File: config.mk
export PLATFORM = sky130hd
export DESIGN_NAME = frm_rx_writer
export DESIGN_NICKNAME = d
export VERILOG_FILES = /design/src/rtl/frm_buf_pkg.sv /design/src/rtl/frm_rx_writer.sv
export SDC_FILE = /design/constraint.sdc
export NUM_CORES = 1
export LEC_CHECK = 0
export BUFFER_PORTS_ARGS = -buffer_cell sky130_fd_sc_hd__buf_4
export CAP_MARGIN = 10
export CORE_AREA = 2 2 109 163
export DETAILED_ROUTE_END_ITERATION = 8
export DIE_AREA = 0 0 111 165
export PLACE_DENSITY = 0.59
export SYNTH_ARGS = -nofsm -noshare
export SYNTH_HDL_FRONTEND = slang
export SYNTH_SLANG_ARGS = --single-unit
File: constraint.sdc
create_clock -name clk -period 7 [get_ports clk]
set_clock_uncertainty 0.05 [all_clocks]
set_input_delay 1.05 -clock clk [delete_from_list [all_inputs] [get_ports clk]]
set_output_delay 1.05 -clock clk [all_outputs]
set_load 0.005 [all_outputs]
File: src/rtl/frm_buf_pkg.sv
////////////////////////////////////////////////////////////
// shared geometry and types of the frame buffer stage
// buffer depth, pointer width, header field positions and
// the stream beat and frame metadata structs
// referenced by scoped name from every rtl and dv file
////////////////////////////////////////////////////////////
`default_nettype none

package frm_buf_pkg;

    ////////////////////////////////////////////////////////////
    // buffer geometry
    ////////////////////////////////////////////////////////////
    localparam int ADDR_W = 9;              // 512 qwords
    localparam int DEPTH = 1 << ADDR_W;
    localparam int PTR_W = ADDR_W + 1;      // extra wrap bit

    // 1518 byte frame -> 190 data qwords
    localparam int MAX_FRAME_QW = 190;

    ////////////////////////////////////////////////////////////
    // header qword layout
    ////////////////////////////////////////////////////////////
    localparam int HDR_LEN_LSB = 32;        // 16 bit byte length
    localparam int HDR_SRC_LSB = 0;         // 8 bit source port
    localparam int HDR_DST_LSB = 16;        // 8 bit destination port

    // qword pointer, counts modulo 2*DEPTH
    typedef logic [PTR_W-1:0] ptr_t;

    // per frame sideband, also the egress user field
    typedef struct packed {
        logic [15:0] length;                // bytes
        logic [7:0]  src_port;
        logic [7:0]  dst_port;
    } frame_meta_t;

    // one 64 bit stream beat
    typedef struct packed {
        logic [63:0] tdata;
        logic [7:0]  tstrb;                 // byte enables, lsb first
        logic        tlast;
    } axis_beat_t;

endpackage

`default_nettype wire

File: src/rtl/frm_rx_writer.sv
////////////////////////////////////////////////////////////
// ingress writer, stores each frame as header + data qwords
// counts bytes from the strobes, writes the header last and
// then publishes the committed producer pointer
////////////////////////////////////////////////////////////
`timescale 1ns/1ps
`default_nettype none

module frm_rx_writer (
    input  wire logic                           clk,
    input  wire logic                           rst,
    input  wire frm_buf_pkg::axis_beat_t        s_beat_i,
    input  wire frm_buf_pkg::frame_meta_t       s_meta_i,
    input  wire logic                           s_valid_i,
    output logic                                s_ready_o,
    output logic                                wr_en_o,
    output logic      [frm_buf_pkg::ADDR_W-1:0] wr_addr_o,
    output logic      [63:0]                    wr_data_o,
    input  wire frm_buf_pkg::ptr_t              committed_cons_i,
    output frm_buf_pkg::ptr_t                   committed_prod_o
);

    typedef enum logic [1:0] {ST_IDLE, ST_DATA, ST_HDR} wr_state_t;

    wr_state_t                state;
    frm_buf_pkg::ptr_t        hdr_ptr;      // header slot of current frame
    frm_buf_pkg::ptr_t        beat_cnt;     // data qwords so far
    frm_buf_pkg::ptr_t        data_ptr;
    frm_buf_pkg::ptr_t        used;
    frm_buf_pkg::frame_meta_t meta_q;       // length field is the byte counter
    logic [15:0]              strb_bytes;
    logic [63:0]              hdr_word;
    logic                     space_ok;
    logic                     beat_acc;

    assign beat_acc   = s_valid_i && s_ready_o;
    assign strb_bytes = 16'($countones(s_beat_i.tstrb));
    assign data_ptr   = hdr_ptr + beat_cnt + frm_buf_pkg::ptr_t'(1);
    assign used       = hdr_ptr - committed_cons_i;
    // room for a worst case frame plus its header
    assign space_ok   = used <= frm_buf_pkg::ptr_t'(frm_buf_pkg::DEPTH -
                                                    frm_buf_pkg::MAX_FRAME_QW - 1);

    always_comb begin
        hdr_word = '0;
        hdr_word[frm_buf_pkg::HDR_LEN_LSB +: 16] = meta_q.length;
        hdr_word[frm_buf_pkg::HDR_SRC_LSB +: 8]  = meta_q.src_port;
        hdr_word[frm_buf_pkg::HDR_DST_LSB +: 8]  = meta_q.dst_port;
    end

    // data beats land after the header slot, header goes in last
    assign wr_en_o   = beat_acc || (state == ST_HDR);
    assign wr_addr_o = (state == ST_HDR) ? hdr_ptr[frm_buf_pkg::ADDR_W-1:0]
                                         : data_ptr[frm_buf_pkg::ADDR_W-1:0];
    assign wr_data_o = (state == ST_HDR) ? hdr_word : s_beat_i.tdata;

    always_ff @(posedge clk) begin
        if (rst) begin
            state            <= ST_IDLE;
            s_ready_o        <= 1'b0;
            hdr_ptr          <= '0;
            beat_cnt         <= '0;
            committed_prod_o <= '0;
        end else begin
            case (state)
                ST_IDLE : begin
                    s_ready_o <= space_ok;          // only stall before a frame
                    if (beat_acc) begin
                        meta_q.length   <= strb_bytes;
                        meta_q.src_port <= s_meta_i.src_port;
                        meta_q.dst_port <= s_meta_i.dst_port;
                        beat_cnt        <= frm_buf_pkg::ptr_t'(1);
                        state           <= s_beat_i.tlast ? ST_HDR : ST_DATA;
                        s_ready_o       <= !s_beat_i.tlast;
                    end
                end
                ST_DATA : begin
                    if (beat_acc) begin
                        meta_q.length <= meta_q.length + strb_bytes;
                        beat_cnt      <= beat_cnt + 1'b1;
                        if (s_beat_i.tlast) begin
                            state     <= ST_HDR;
                            s_ready_o <= 1'b0;
                        end
                    end
                end
                default : begin                     // ST_HDR, header written now
                    committed_prod_o <= data_ptr;   // visible next cycle
                    hdr_ptr          <= data_ptr;
                    beat_cnt         <= '0;
                    state            <= ST_IDLE;
                end
            endcase
        end
    end

    // last beat strobes are a run of ones from byte 0
    a_strb_contig : assert property (@(posedge clk) disable iff (rst)
        beat_acc && s_beat_i.tlast |->
            (s_beat_i.tstrb != 8'h00) && ((s_beat_i.tstrb & (s_beat_i.tstrb + 9'd1)) == '0));

    // every commit step is one frame, header included
    a_frame_size : assert property (@(posedge clk) disable iff (rst)
        $changed(committed_prod_o) |->
            frm_buf_pkg::ptr_t'(committed_prod_o - $past(committed_prod_o)) <=
            frm_buf_pkg::ptr_t'(frm_buf_pkg::MAX_FRAME_QW + 1));

endmodule

`default_nettype wire

==> reports/results.txt <==
detailed placement HPWL -> 9420 um
Setup TNS Final -> 0 ns
most frequent cells in the layout -> buf_4 (190), nand2_1 (124), nor2_1 (44)
clk slew on worst S/H paths -> 0.08 ns
Cells after Synth -> 513
ratio of cells with drive above 1 in the final layout -> 31.2%
Leakage -> 2.80 nW
met1 usage -> 13.9%
vias in the first global route -> 3785
postcts setup bufs -> 0
Pre-antenna DRT Iters -> 4
Final setup violation count -> 0
clk buf depth -> 2
CTS tree -> built
WS Path Type -> input pin to flip-flop
NetSw -> 0.000230 W
Startpoint Class -> input pin
register area -> 1420 um^2
CTS resizes -> 0
starting density of the core -> 24.8%
Netlist cell types -> 52
Routed Antenna Nets -> 0
family with the most delay on the worst path -> adder cells
Post-synth EDFFs -> 32
Gate power share -> 25.7%
Die Area -> 18300 um^2
Routability Congestion -> 0.814
period utilisation layout -> 72.9%
RSZ-0062 raised after global routing -> no
Area growth syn-to-layout -> 42.5%
worst flop-to-flop path startpoint -> hdr_ptr[0]
CP Max Fanout -> 7
Req. time, crit path -> 6.98 ns
critical path capture point type -> flip-flop
Via density -> 4.46
Yosys warning count -> 0
Ports -> 203
row count -> 58
min Tclk post-route -> 5.11 ns
Chip Height -> 165 um
die span in x -> 111 um
number of fill cells -> 1770
total grt overflow -> 0
Design Area, Final -> 5930 um^2
Clock Root Buffer -> clkbuf_16
# port buffers -> 186
Buf/Inv on CP -> 4
Final Max Tran Viols -> 0
M2 GR Usage -> 24.2%
grt peak-use layer -> met2
Max-Cap Viols -> 0
Synth Cell Area -> 4160 um^2
Slew HR -> 34.2%
CTS sink count -> 55
footprint of the multi-input gates -> 2510 um^2
worst path cell trace -> buf_4 -> inv_1 -> fa_1 -> fa_1 -> fa_1 -> inv_1 -> ha_1 -> inv_1 -> fa_1 -> xnor2_1 -> ha_1 -> nor2b_1 -> o21a_1 -> o21ai_0 -> nor2b_1 -> xnor2_1 -> nor2_1
P_int -> 0.000642 W
most common cell after layout, fill and taps aside -> buf_4
routed wirelength normalized by instance count -> 13.5 um
Hold Vio Cnt, Final -> 0
syn nets -> 664
initial antenna violation count -> 0
leading area contributor after synthesis -> edfxtp_1
antenna fix cells -> 0
Clock Latency Late Sink -> 0.30 ns
placed inst area -> 5760 um^2
hold path start -> beat_cnt[5]
Final #Nets -> 839
#FFs+latches synth -> 55
Peak VDD IR -> 123 uV
Switching Share -> 26.4%
CP Launch Point -> s_beat_i[1]
DRC viols -> 0
Core Area -> 16800 um^2
hold-fix buffers at CTS -> 0
pre-CTS setup slack -> 1.55 ns
Critical-path top delay cell -> o21ai_0
Post-Syn Area per Cell -> 8.11 um^2
post-synthesis sequential area ratio -> 34.2%
final wirelength -> 12100 um
GR Util met3 -> 2.35%
All-Layer GR Usage -> 12.7%
CP max stage delay -> 0.68 ns
largest net degree at the start of global routing -> 79
ranking of synthesized cells by area -> edfxtp_1 (23%), nand2_1 (11%), dfxtp_1 (11%)
DR iter-0 viols -> 200
hold crit path type -> flip-flop to flip-flop
CTS Buf Count -> 5
P per Cell Area -> 147 nW/um^2
Flop pwr share -> 40.3%
status -> finished, final reports clean
first-pass GRT wire length -> 18700 um
DR vias -> 4007
Max Freq -> 196 MHz
Worst Setup Slack, final -> 1.89 ns
CP most frequent cell -> fa_1
Synth top area share -> 23.1%
Critical Path AT -> 5.09 ns
Primary FF master, synth -> edfxtp_1
worst-margin pin slew -> 0.986 ns
H-tree depth -> 2
async set-or-reset flop fraction in the synthesized netlist -> 0%
Tot Pwr -> 0.000873 W
Clock Power Share -> 33.9%
-- logic make-up (layout without fill, tap and decap cells) --
| family | after synthesis | after routing | share of synthesized area, % |
|---|---|---|---|
| fa+ha+maj | 33 | 33 | 11.2 |
| mux | 9 | 9 | 2.23 |
| simple gates | 261 | 261 | 29.4 |
| compound gates | 64 | 64 | 10.4 |
| xor+xnor | 32 | 32 | 6.74 |
| buf+inv | 59 | 235 | 5.92 |
| flops | 55 | 55 | 34.2 |
-- metrics by stage --
stage	cells	hold WS (ns)	util, %
floorplan	513	0.420	-
global placement	891	0.446	34.3
CTS	899	0.467	35.4
global route	899	0.499	35.4
detailed placement	891	0.457	34.3
finish	899	0.474	35.4
-- power groups by stage --
stage | clock network, W | registers [W] | logic (W)
after floorplan | 0 | 0.000357 | 0.000121
after detailed placement | 0 | 0.000359 | 0.000227
after global routing | 0.000316 | 0.000353 | 0.000251
after CTS | 0.000308 | 0.000352 | 0.000228
final | 0.000296 | 0.000352 | 0.000224
after global placement | 0 | 0.000359 | 0.000224
-- Yosys cell counts, types with 2 or more instances --
library cell	n
nand2_1	124
nor2_1	44
inv_1	37
and2_1	33
edfxtp_1	32
ha_1	26
dfxtp_1	23
xnor2_1	20
o21ai_0	19
clkbuf_1	18
a21oi_1	17
xor2_1	12
nor3_1	9
nand3_1	8
fa_1	7
mux2i_1	7
nand2b_1	7
nor2b_1	7
a21o_1	6
and3_1	5
nand4_1	4
a221oi_1	3
nor4_1	3
o21a_1	3
o41ai_2	3
or3_1	3
a211oi_1	2
and2b_2	2
buf_6	2
mux2_2	2
nand3b_1	2
nand4b_1	2
nor3b_1	2
-- worst register-to-register path, stage by stage (launching register included) --
cell and delay [ns]:
dfxtp_1 0.34, inv_1 0.11, ha_1 0.20, inv_1 0.06
fa_1 0.40, a21o_1 0.17, a21oi_1 0.26, o21ai_0 0.18
o41ai_2 0.36, or4b_2 0.19, o311ai_0 0.12
-- flip-flops by register name, indices dropped and copies added (netlist names) --
register / count
state: 2
hdr_ptr: 10
s_ready_o: 1
hdr_word: 32
beat_cnt: 10
-- worst paths after layout --
kind	slack (ns)	endpoint	cells past startpoint
setup reg to reg	4.41	hdr_ptr[8]	10
hold / removal	0.47	beat_cnt[5]	2
hold reg to reg	0.47	beat_cnt[5]	2
setup / recovery	1.89	hdr_word[40]	17
-- layout make-up --
type,count,area share [%]
Sequential cell,55,24.0
Tap cell,210,4.43
Timing Repair Buffer,190,24.1
Clock inverter,3,0.781
Clock buffer,5,2.11
Inverter,37,2.34
Multi-Input combinational cell,399,42.3
-- layer usage --
layer / up-vias / share of wire (%)
met3: 16 / 6.1
met2: 142 / 51
met5: - / 0
met1: 1795 / 40
met4: 0 / 2.3
li1: 2054 / -
(Power assumes the default switching activity.)
