[config.mk]
export PLATFORM = sky130hd
export DESIGN_NAME = frm_tx_reader
export DESIGN_NICKNAME = d
export VERILOG_FILES = /design/src/rtl/frm_buf_pkg.sv /design/src/rtl/frm_tx_reader.sv
export SDC_FILE = /design/constraint.sdc
export NUM_CORES = 1
export LEC_CHECK = 0
export ABC_CLOCK_PERIOD_IN_PS = 4500
export BUFFER_PORTS_ARGS = -buffer_cell sky130_fd_sc_hd__clkbuf_2
export CAP_MARGIN = 0
export CORE_UTILIZATION = 49
export DETAILED_ROUTE_END_ITERATION = 8
export GPL_TIMING_DRIVEN = 0
export HOLD_SLACK_MARGIN = 0.15
export PLACE_DENSITY_LB_ADDON = 0.12
export SYNTH_ARGS = -nofsm -noshare
export SYNTH_HDL_FRONTEND = slang
export SYNTH_SLANG_ARGS = --single-unit
[constraint.sdc]
create_clock -name clk -period 4.5 [get_ports clk]
set_input_delay 0.675 -clock clk [delete_from_list [all_inputs] [get_ports clk]]
set_output_delay 0.675 -clock clk [all_outputs]
set_load 0.005 [all_outputs]
[src/rtl/frm_buf_pkg.sv]
////////////////////////////////////////////////////////////
// shared geometry and types of the frame buffer stage
// buffer depth, pointer width, header field positions and
// the stream beat and frame metadata structs
// referenced by scoped name from every rtl and dv file
////////////////////////////////////////////////////////////
`default_nettype none

package frm_buf_pkg;

    ////////////////////////////////////////////////////////////
    // buffer geometry
    ////////////////////////////////////////////////////////////
    localparam int ADDR_W = 9;              // 512 qwords
    localparam int DEPTH = 1 << ADDR_W;
    localparam int PTR_W = ADDR_W + 1;      // extra wrap bit

    // 1518 byte frame -> 190 data qwords
    localparam int MAX_FRAME_QW = 190;

    ////////////////////////////////////////////////////////////
    // header qword layout
    ////////////////////////////////////////////////////////////
    localparam int HDR_LEN_LSB = 32;        // 16 bit byte length
    localparam int HDR_SRC_LSB = 0;         // 8 bit source port
    localparam int HDR_DST_LSB = 16;        // 8 bit destination port

    // qword pointer, counts modulo 2*DEPTH
    typedef logic [PTR_W-1:0] ptr_t;

    // per frame sideband, also the egress user field
    typedef struct packed {
        logic [15:0] length;                // bytes
        logic [7:0]  src_port;
        logic [7:0]  dst_port;
    } frame_meta_t;

    // one 64 bit stream beat
    typedef struct packed {
        logic [63:0] tdata;
        logic [7:0]  tstrb;                 // byte enables, lsb first
        logic        tlast;
    } axis_beat_t;

endpackage

`default_nettype wire

[src/rtl/frm_tx_reader.sv]
////////////////////////////////////////////////////////////
// egress reader, follows the committed producer pointer,
// reads each frame header and streams the data qwords out
// with strobes, tlast and the frame metadata
// consumer pointer goes back once tlast is accepted
////////////////////////////////////////////////////////////
`timescale 1ns/1ps
`default_nettype none

module frm_tx_reader (
    input  wire logic                           clk,
    input  wire logic                           rst,
    output logic      [frm_buf_pkg::ADDR_W-1:0] rd_addr_o,
    input  wire logic [63:0]                    rd_data_i,
    input  wire frm_buf_pkg::ptr_t              committed_prod_i,
    output frm_buf_pkg::ptr_t                   committed_cons_o,
    output frm_buf_pkg::axis_beat_t             m_beat_o,
    output frm_buf_pkg::frame_meta_t            m_meta_o,
    output logic                                m_valid_o,
    input  wire logic                           m_ready_i
);

    typedef enum logic [1:0] {SYN_INIT, SYN_WAIT, SYN_CALC, SYN_BUSY} syn_state_t;
    typedef enum logic [1:0] {SND_IDLE, SND_RUN, SND_LAST} snd_state_t;

    ////////////////////////////////////////////////////////////
    // frame sync
    ////////////////////////////////////////////////////////////
    syn_state_t               syn_st;
    frm_buf_pkg::ptr_t        diff;         // committed qwords not yet read
    frm_buf_pkg::ptr_t        qw_need;
    frm_buf_pkg::ptr_t        qw_len;       // data qwords of current frame
    frm_buf_pkg::frame_meta_t hdr_meta;
    logic [7:0]               last_strb;
    logic                     trig;

    ////////////////////////////////////////////////////////////
    // send side
    ////////////////////////////////////////////////////////////
    snd_state_t               snd_st;
    frm_buf_pkg::ptr_t        rd_ptr;
    frm_buf_pkg::ptr_t        qw_iss;       // reads issued, net of rewinds
    frm_buf_pkg::ptr_t        qw_ld;        // beats loaded to the output
    logic                     fetch_v;      // rd_data holds a wanted qword
    logic                     can_load;
    logic                     sync;

    assign rd_addr_o = rd_ptr[frm_buf_pkg::ADDR_W-1:0];
    assign can_load  = !m_valid_o || m_ready_i;
    // round bytes up to whole qwords
    assign qw_need   = frm_buf_pkg::ptr_t'(hdr_meta.length[15:3]) +
                       frm_buf_pkg::ptr_t'(|hdr_meta.length[2:0]);

    always_ff @(posedge clk) begin
        if (rst) begin
            syn_st <= SYN_INIT;
            diff   <= '0;
            trig   <= 1'b0;
        end else begin
            trig <= 1'b0;
            diff <= committed_prod_i - rd_ptr;
            case (syn_st)
                SYN_INIT : syn_st <= SYN_WAIT;      // first read of slot 0 in flight
                SYN_WAIT : begin
                    if (diff != '0) begin           // rd_data is the header here
                        hdr_meta.length   <= rd_data_i[frm_buf_pkg::HDR_LEN_LSB +: 16];
                        hdr_meta.src_port <= rd_data_i[frm_buf_pkg::HDR_SRC_LSB +: 8];
                        hdr_meta.dst_port <= rd_data_i[frm_buf_pkg::HDR_DST_LSB +: 8];
                        syn_st            <= SYN_CALC;
                    end
                end
                SYN_CALC : begin
                    qw_len    <= qw_need;
                    // zero low bits mean a full last qword
                    last_strb <= (hdr_meta.length[2:0] == 3'd0) ? 8'hFF
                                 : ~(8'hFF << hdr_meta.length[2:0]);
                    if (diff > qw_need) begin       // header + data all committed
                        trig   <= 1'b1;
                        syn_st <= SYN_BUSY;
                    end else begin
                        syn_st <= SYN_WAIT;
                    end
                end
                default : if (sync) syn_st <= SYN_WAIT;   // next header
            endcase
        end
    end

    always_ff @(posedge clk) begin
        if (rst) begin
            snd_st           <= SND_IDLE;
            rd_ptr           <= '0;
            qw_iss           <= '0;
            qw_ld            <= '0;
            fetch_v          <= 1'b0;
            sync             <= 1'b0;
            committed_cons_o <= '0;
            m_valid_o        <= 1'b0;
            m_beat_o.tlast   <= 1'b0;
        end else begin
            sync <= 1'b0;
            if (m_valid_o && m_ready_i) begin
                m_valid_o <= 1'b0;                  // reloaded below if data is there
            end
            case (snd_st)
                SND_IDLE : begin
                    qw_iss  <= '0;
                    qw_ld   <= '0;
                    fetch_v <= 1'b0;
                    if (trig) begin
                        rd_ptr   <= rd_ptr + 1'b1;  // skip the header
                        m_meta_o <= hdr_meta;
                        snd_st   <= SND_RUN;
                    end
                end
                SND_RUN : begin
                    if (fetch_v && !can_load) begin // output held, qword dropped
                        rd_ptr  <= rd_ptr - 1'b1;   // back to it, refetch
                        qw_iss  <= qw_iss - 1'b1;
                        fetch_v <= 1'b0;
                    end else begin
                        fetch_v <= (qw_iss != qw_len);
                        if (qw_iss != qw_len) begin
                            rd_ptr <= rd_ptr + 1'b1;
                            qw_iss <= qw_iss + 1'b1;
                        end
                        if (fetch_v) begin
                            m_beat_o.tdata <= rd_data_i;
                            m_beat_o.tstrb <= 8'hFF;
                            m_valid_o      <= 1'b1;
                            qw_ld          <= qw_ld + 1'b1;
                            if (qw_ld + 1'b1 == qw_len) begin
                                m_beat_o.tstrb <= last_strb;
                                m_beat_o.tlast <= 1'b1;
                                snd_st         <= SND_LAST;
                            end
                        end
                    end
                end
                default : begin                     // SND_LAST
                    if (m_ready_i) begin
                        committed_cons_o <= rd_ptr; // rd_ptr sits on next header
                        m_beat_o.tlast   <= 1'b0;
                        sync             <= 1'b1;
                        snd_st           <= SND_IDLE;
                    end
                end
            endcase
        end
    end

    // held beat must not change
    a_beat_hold : assert property (@(posedge clk) disable iff (rst)
        m_valid_o && !m_ready_i |=> m_valid_o && $stable(m_beat_o));

    // consumer stays behind the writer's committed pointer
    a_cons_behind : assert property (@(posedge clk) disable iff (rst)
        frm_buf_pkg::ptr_t'(committed_prod_i - committed_cons_o) <=
        frm_buf_pkg::ptr_t'(frm_buf_pkg::DEPTH));

endmodule

`default_nettype wire

==> metrics.txt <==
status complete, no violations; vias in the first global route roughly 5800; Slew Limit Fails 0; CP max stage cell edfxtp_1; Syn Nets 792; ys flop type edfxtp_1; most area-hungry cell type in the Yosys netlist edfxtp_1; Slew HR 36.3%; FF-to-FF setup slack 1.17 ns; most frequent cell after synthesis edfxtp_1; Detailed Route Iter0 Violations 306; CP Launch Type flop; clk sinks 213; Max-cap violations 0; nets roughly 1000; postcts setup bufs 0; Post-Route WL 18200 um; I/O pins 202; post-DR wirelength/cell 15.9 um; die width 136 um; final non-filler cell total 1147; fillcell total between 1000 and 1500; Rows 48; first-pass GRT wire length 28200 um; Initial Utilization between 50% and 60%; Pint 3750 uW; Ant. Diodes 0; sw power approximately 1100 uW; final estimated routing congestion in global placement between 0.8 and 0.9; ordered list of cells on the worst path or3_1 -> clkbuf_1 -> ha_1 -> nand3_1 -> inv_1 -> and3_1 -> xor2_1 -> inv_1 -> ha_1 -> nand4_1 -> nor2_1 -> a21oi_1 -> o211ai_1 -> a31o_2 -> a32oi_1 -> nor2_1; Tot Pwr 4840 uW; RSZ-0062 raised after global routing no; area occupied by registers 0.00581 sq mm; Crit path largest cell delay between 0.4 and 0.5 ns; Antenna Nets Post-Route 0; synth top area cells edfxtp_1, dfxtp_1, ha_1; pwr dens 440 mW/mm^2; clock share of power 42.5%; Die H about 140 um; Hold Path Class primary input to flop; Async S/R FF share, synth 0%; Finished Cell Area 0.0110 sq mm; dpl cells 1106; dpl hpwl 13300 um; Max Root-Sink Buffers 3; DR vias 5957; FMAX about 300 MHz; Slew @ Worst Pin 0.956 ns; YS warnings 0; worst skew pair latency approximately 0.5 ns; synth-to-layout area growth 25.4%; Mapped Avg Cell Area 13.0 sq um; worst hold slack about 0.34 ns; Multi-input gate area roughly 0.0027 sq mm; Synth Register Bits roughly 210; Worst setup endpoint syn_st[1]; cts bufs inserted 23; DRC 0; dpl cell area 0.0101 sq mm; WP data required 4.88 ns; sequential power share between 40% and 50%; core area 0.0174 sq mm; Clock Pin Slew Worst Setup and Hold Paths around 0.06 ns; Sw Ratio 22.5%; Pre-Repair DR Iteration Count 5; post-synth top area share 52.8%; Clock Skews 0.0108 ns; Post-synth EDFFs 154; Syn Std Cell Area roughly 0.0088 sq mm; largest net degree at the start of global routing just under 80; Post-CTS Resized 0; Hold Fails Final Rpt 0; die area approximately 0.018 sq mm; CTS tree yes; layout cells sized above 1 30.9%; R2R cell count 16; initial antenna violation count 0; final setup fails 0; # port buffers 201; critical path fanouts, max 7; fin crit period around 3.3 ns; reg-to-reg endpoint syn_st[1]; grt total ovfl 0; register area share after synthesis 66.3%; routed vias/inst a little over 5; RR Startpoint hdr_meta[16]; Critical Path End Type flop; CTS Root Cell clkbuf_16; Peak supply drop ~0.31 mV; worst setup path startpoint hdr_meta[16]; Mapped Cells approximately 680; Tcrit/Tclk final 74.1%; CP arrival 3.71 ns; Pleak 0.00440 uW; WS Path Type flop to flop; CTS Hold Bufs 0; power share of the combinational group under 10%; Cell variety after synth 52; Total GRT Usage slightly below 20%; synth cell count leaders edfxtp_1, dfxtp_1, nor2_1; CTS H-tree lvls 1
## how the worst min path moves through the flow
stage | from | endpoint | slack, ns | cells past startpoint
final | rd_data_i[30] | m_beat_o[39] | 0.34 | 1
after CTS | rd_data_i[27] | m_beat_o[36] | 0.31 | 1
after global placement | hdr_meta[11] | m_meta_o[11] | 0.40 | 0
after detailed placement | hdr_meta[30] | m_meta_o[30] | 0.41 | 0
after floorplan | hdr_meta[0] | m_meta_o[0] | 0.40 | 0
after global routing | rd_data_i[55] | m_beat_o[64] | 0.32 | 1
## cell usage in the layout, fill, tap and decap left out, drive strengths merged, types with 6 or more instances in the layout
cell type	synthesis	layout
a21o	9	9
a21oi	33	33
and3	8	8
buf	16	20
clkbuf	11	243
dfxtp	59	59
edfxtp	154	154
ha	37	37
inv	31	32
nand2	49	49
nand2b	9	9
nand3	18	18
nand4	8	8
nor2	59	59
nor3	18	18
nor4	6	6
o21ai	25	25
or2	11	11
or3	6	6
xnor2	31	31
xor2	24	24
## state kept, by name (all words and copies together), names as in the netlist, 10 cells and up
register          count
qw_len               10
diff                 10
rd_ptr               10
committed_cons_o     10
hdr_meta             32
qw_iss               10
m_beat_o             73
m_meta_o             32
qw_ld                10
## layer usage
| layer | vias to the layer above | part of all wire (%) | track usage, % |
|---|---|---|---|
| met5 | - | 0 | 0 |
| met4 | 0 | 2.0 | 6.74 |
| met3 | 29 | 6.1 | 4.08 |
| met2 | 184 | 50 | 33.0 |
| met1 | 2853 | 42 | 24.7 |
| li1 | 2891 | - | - |
## metrics by stage
step	TNS [ns]	worst slack, ns	util (%)
after floorplan	0	0.687	-
final	0	1.17	63.3
after CTS	0	1.15	63.3
after global routing	0	0.894	63.3
after detailed placement	0	0.996	58.4
after global placement	-26.53	-0.831	57.9
## area by class of cell
class | count | share of cell area [%]
Buffer | 27 | 1.62
Clock buffer | 31 | 5.97
Clock inverter | 10 | 1.71
Inverter | 31 | 1.08
Multi-Input combinational cell | 405 | 24.5
Sequential cell | 213 | 52.9
Tap cell | 225 | 2.56
Timing Repair Buffer | 205 | 9.67
## power by group through the flow
stage	clock, uW	sequential, uW	combinational, uW
2_1_floorplan	0	2330	305
3_3_place_gp	0	2350	422
3_5_place_dp	0	2350	470
4_1_cts	2100	2310	476
5_1_grt	2160	2320	532
6_report	2060	2310	471
## critical path, delay by kind of cell, from the launching register on
| family | cells | cell delay (ns) |
|---|---|---|
| AND/OR/NAND/NOR | 6 | 0.91 |
| AO/OA/AOI/OAI | 4 | 0.72 |
| adder cells (fa/ha/maj) | 2 | 0.51 |
| flip-flops | 1 | 0.48 |
| buffers and inverters | 3 | 0.33 |
| XOR/XNOR | 1 | 0.25 |
## cells by family (layout without fill, tap and decap cells)
group                      after synthesis  in the layout  synth area share (%)
xor gates and xnor gates                55             55                  5.50
muxes                                    3              3                 0.371
AOI/OAI and AO/OA                      104            104                  7.63
other                                    1              1                0.0428
DFF                                    213            213                  66.3
adders and majority gates               39             39                  5.74
and+or+nand+nor                        203            203                  11.1
buffers and inverters                   58            304                  3.36
(Power assumes the default switching activity.)
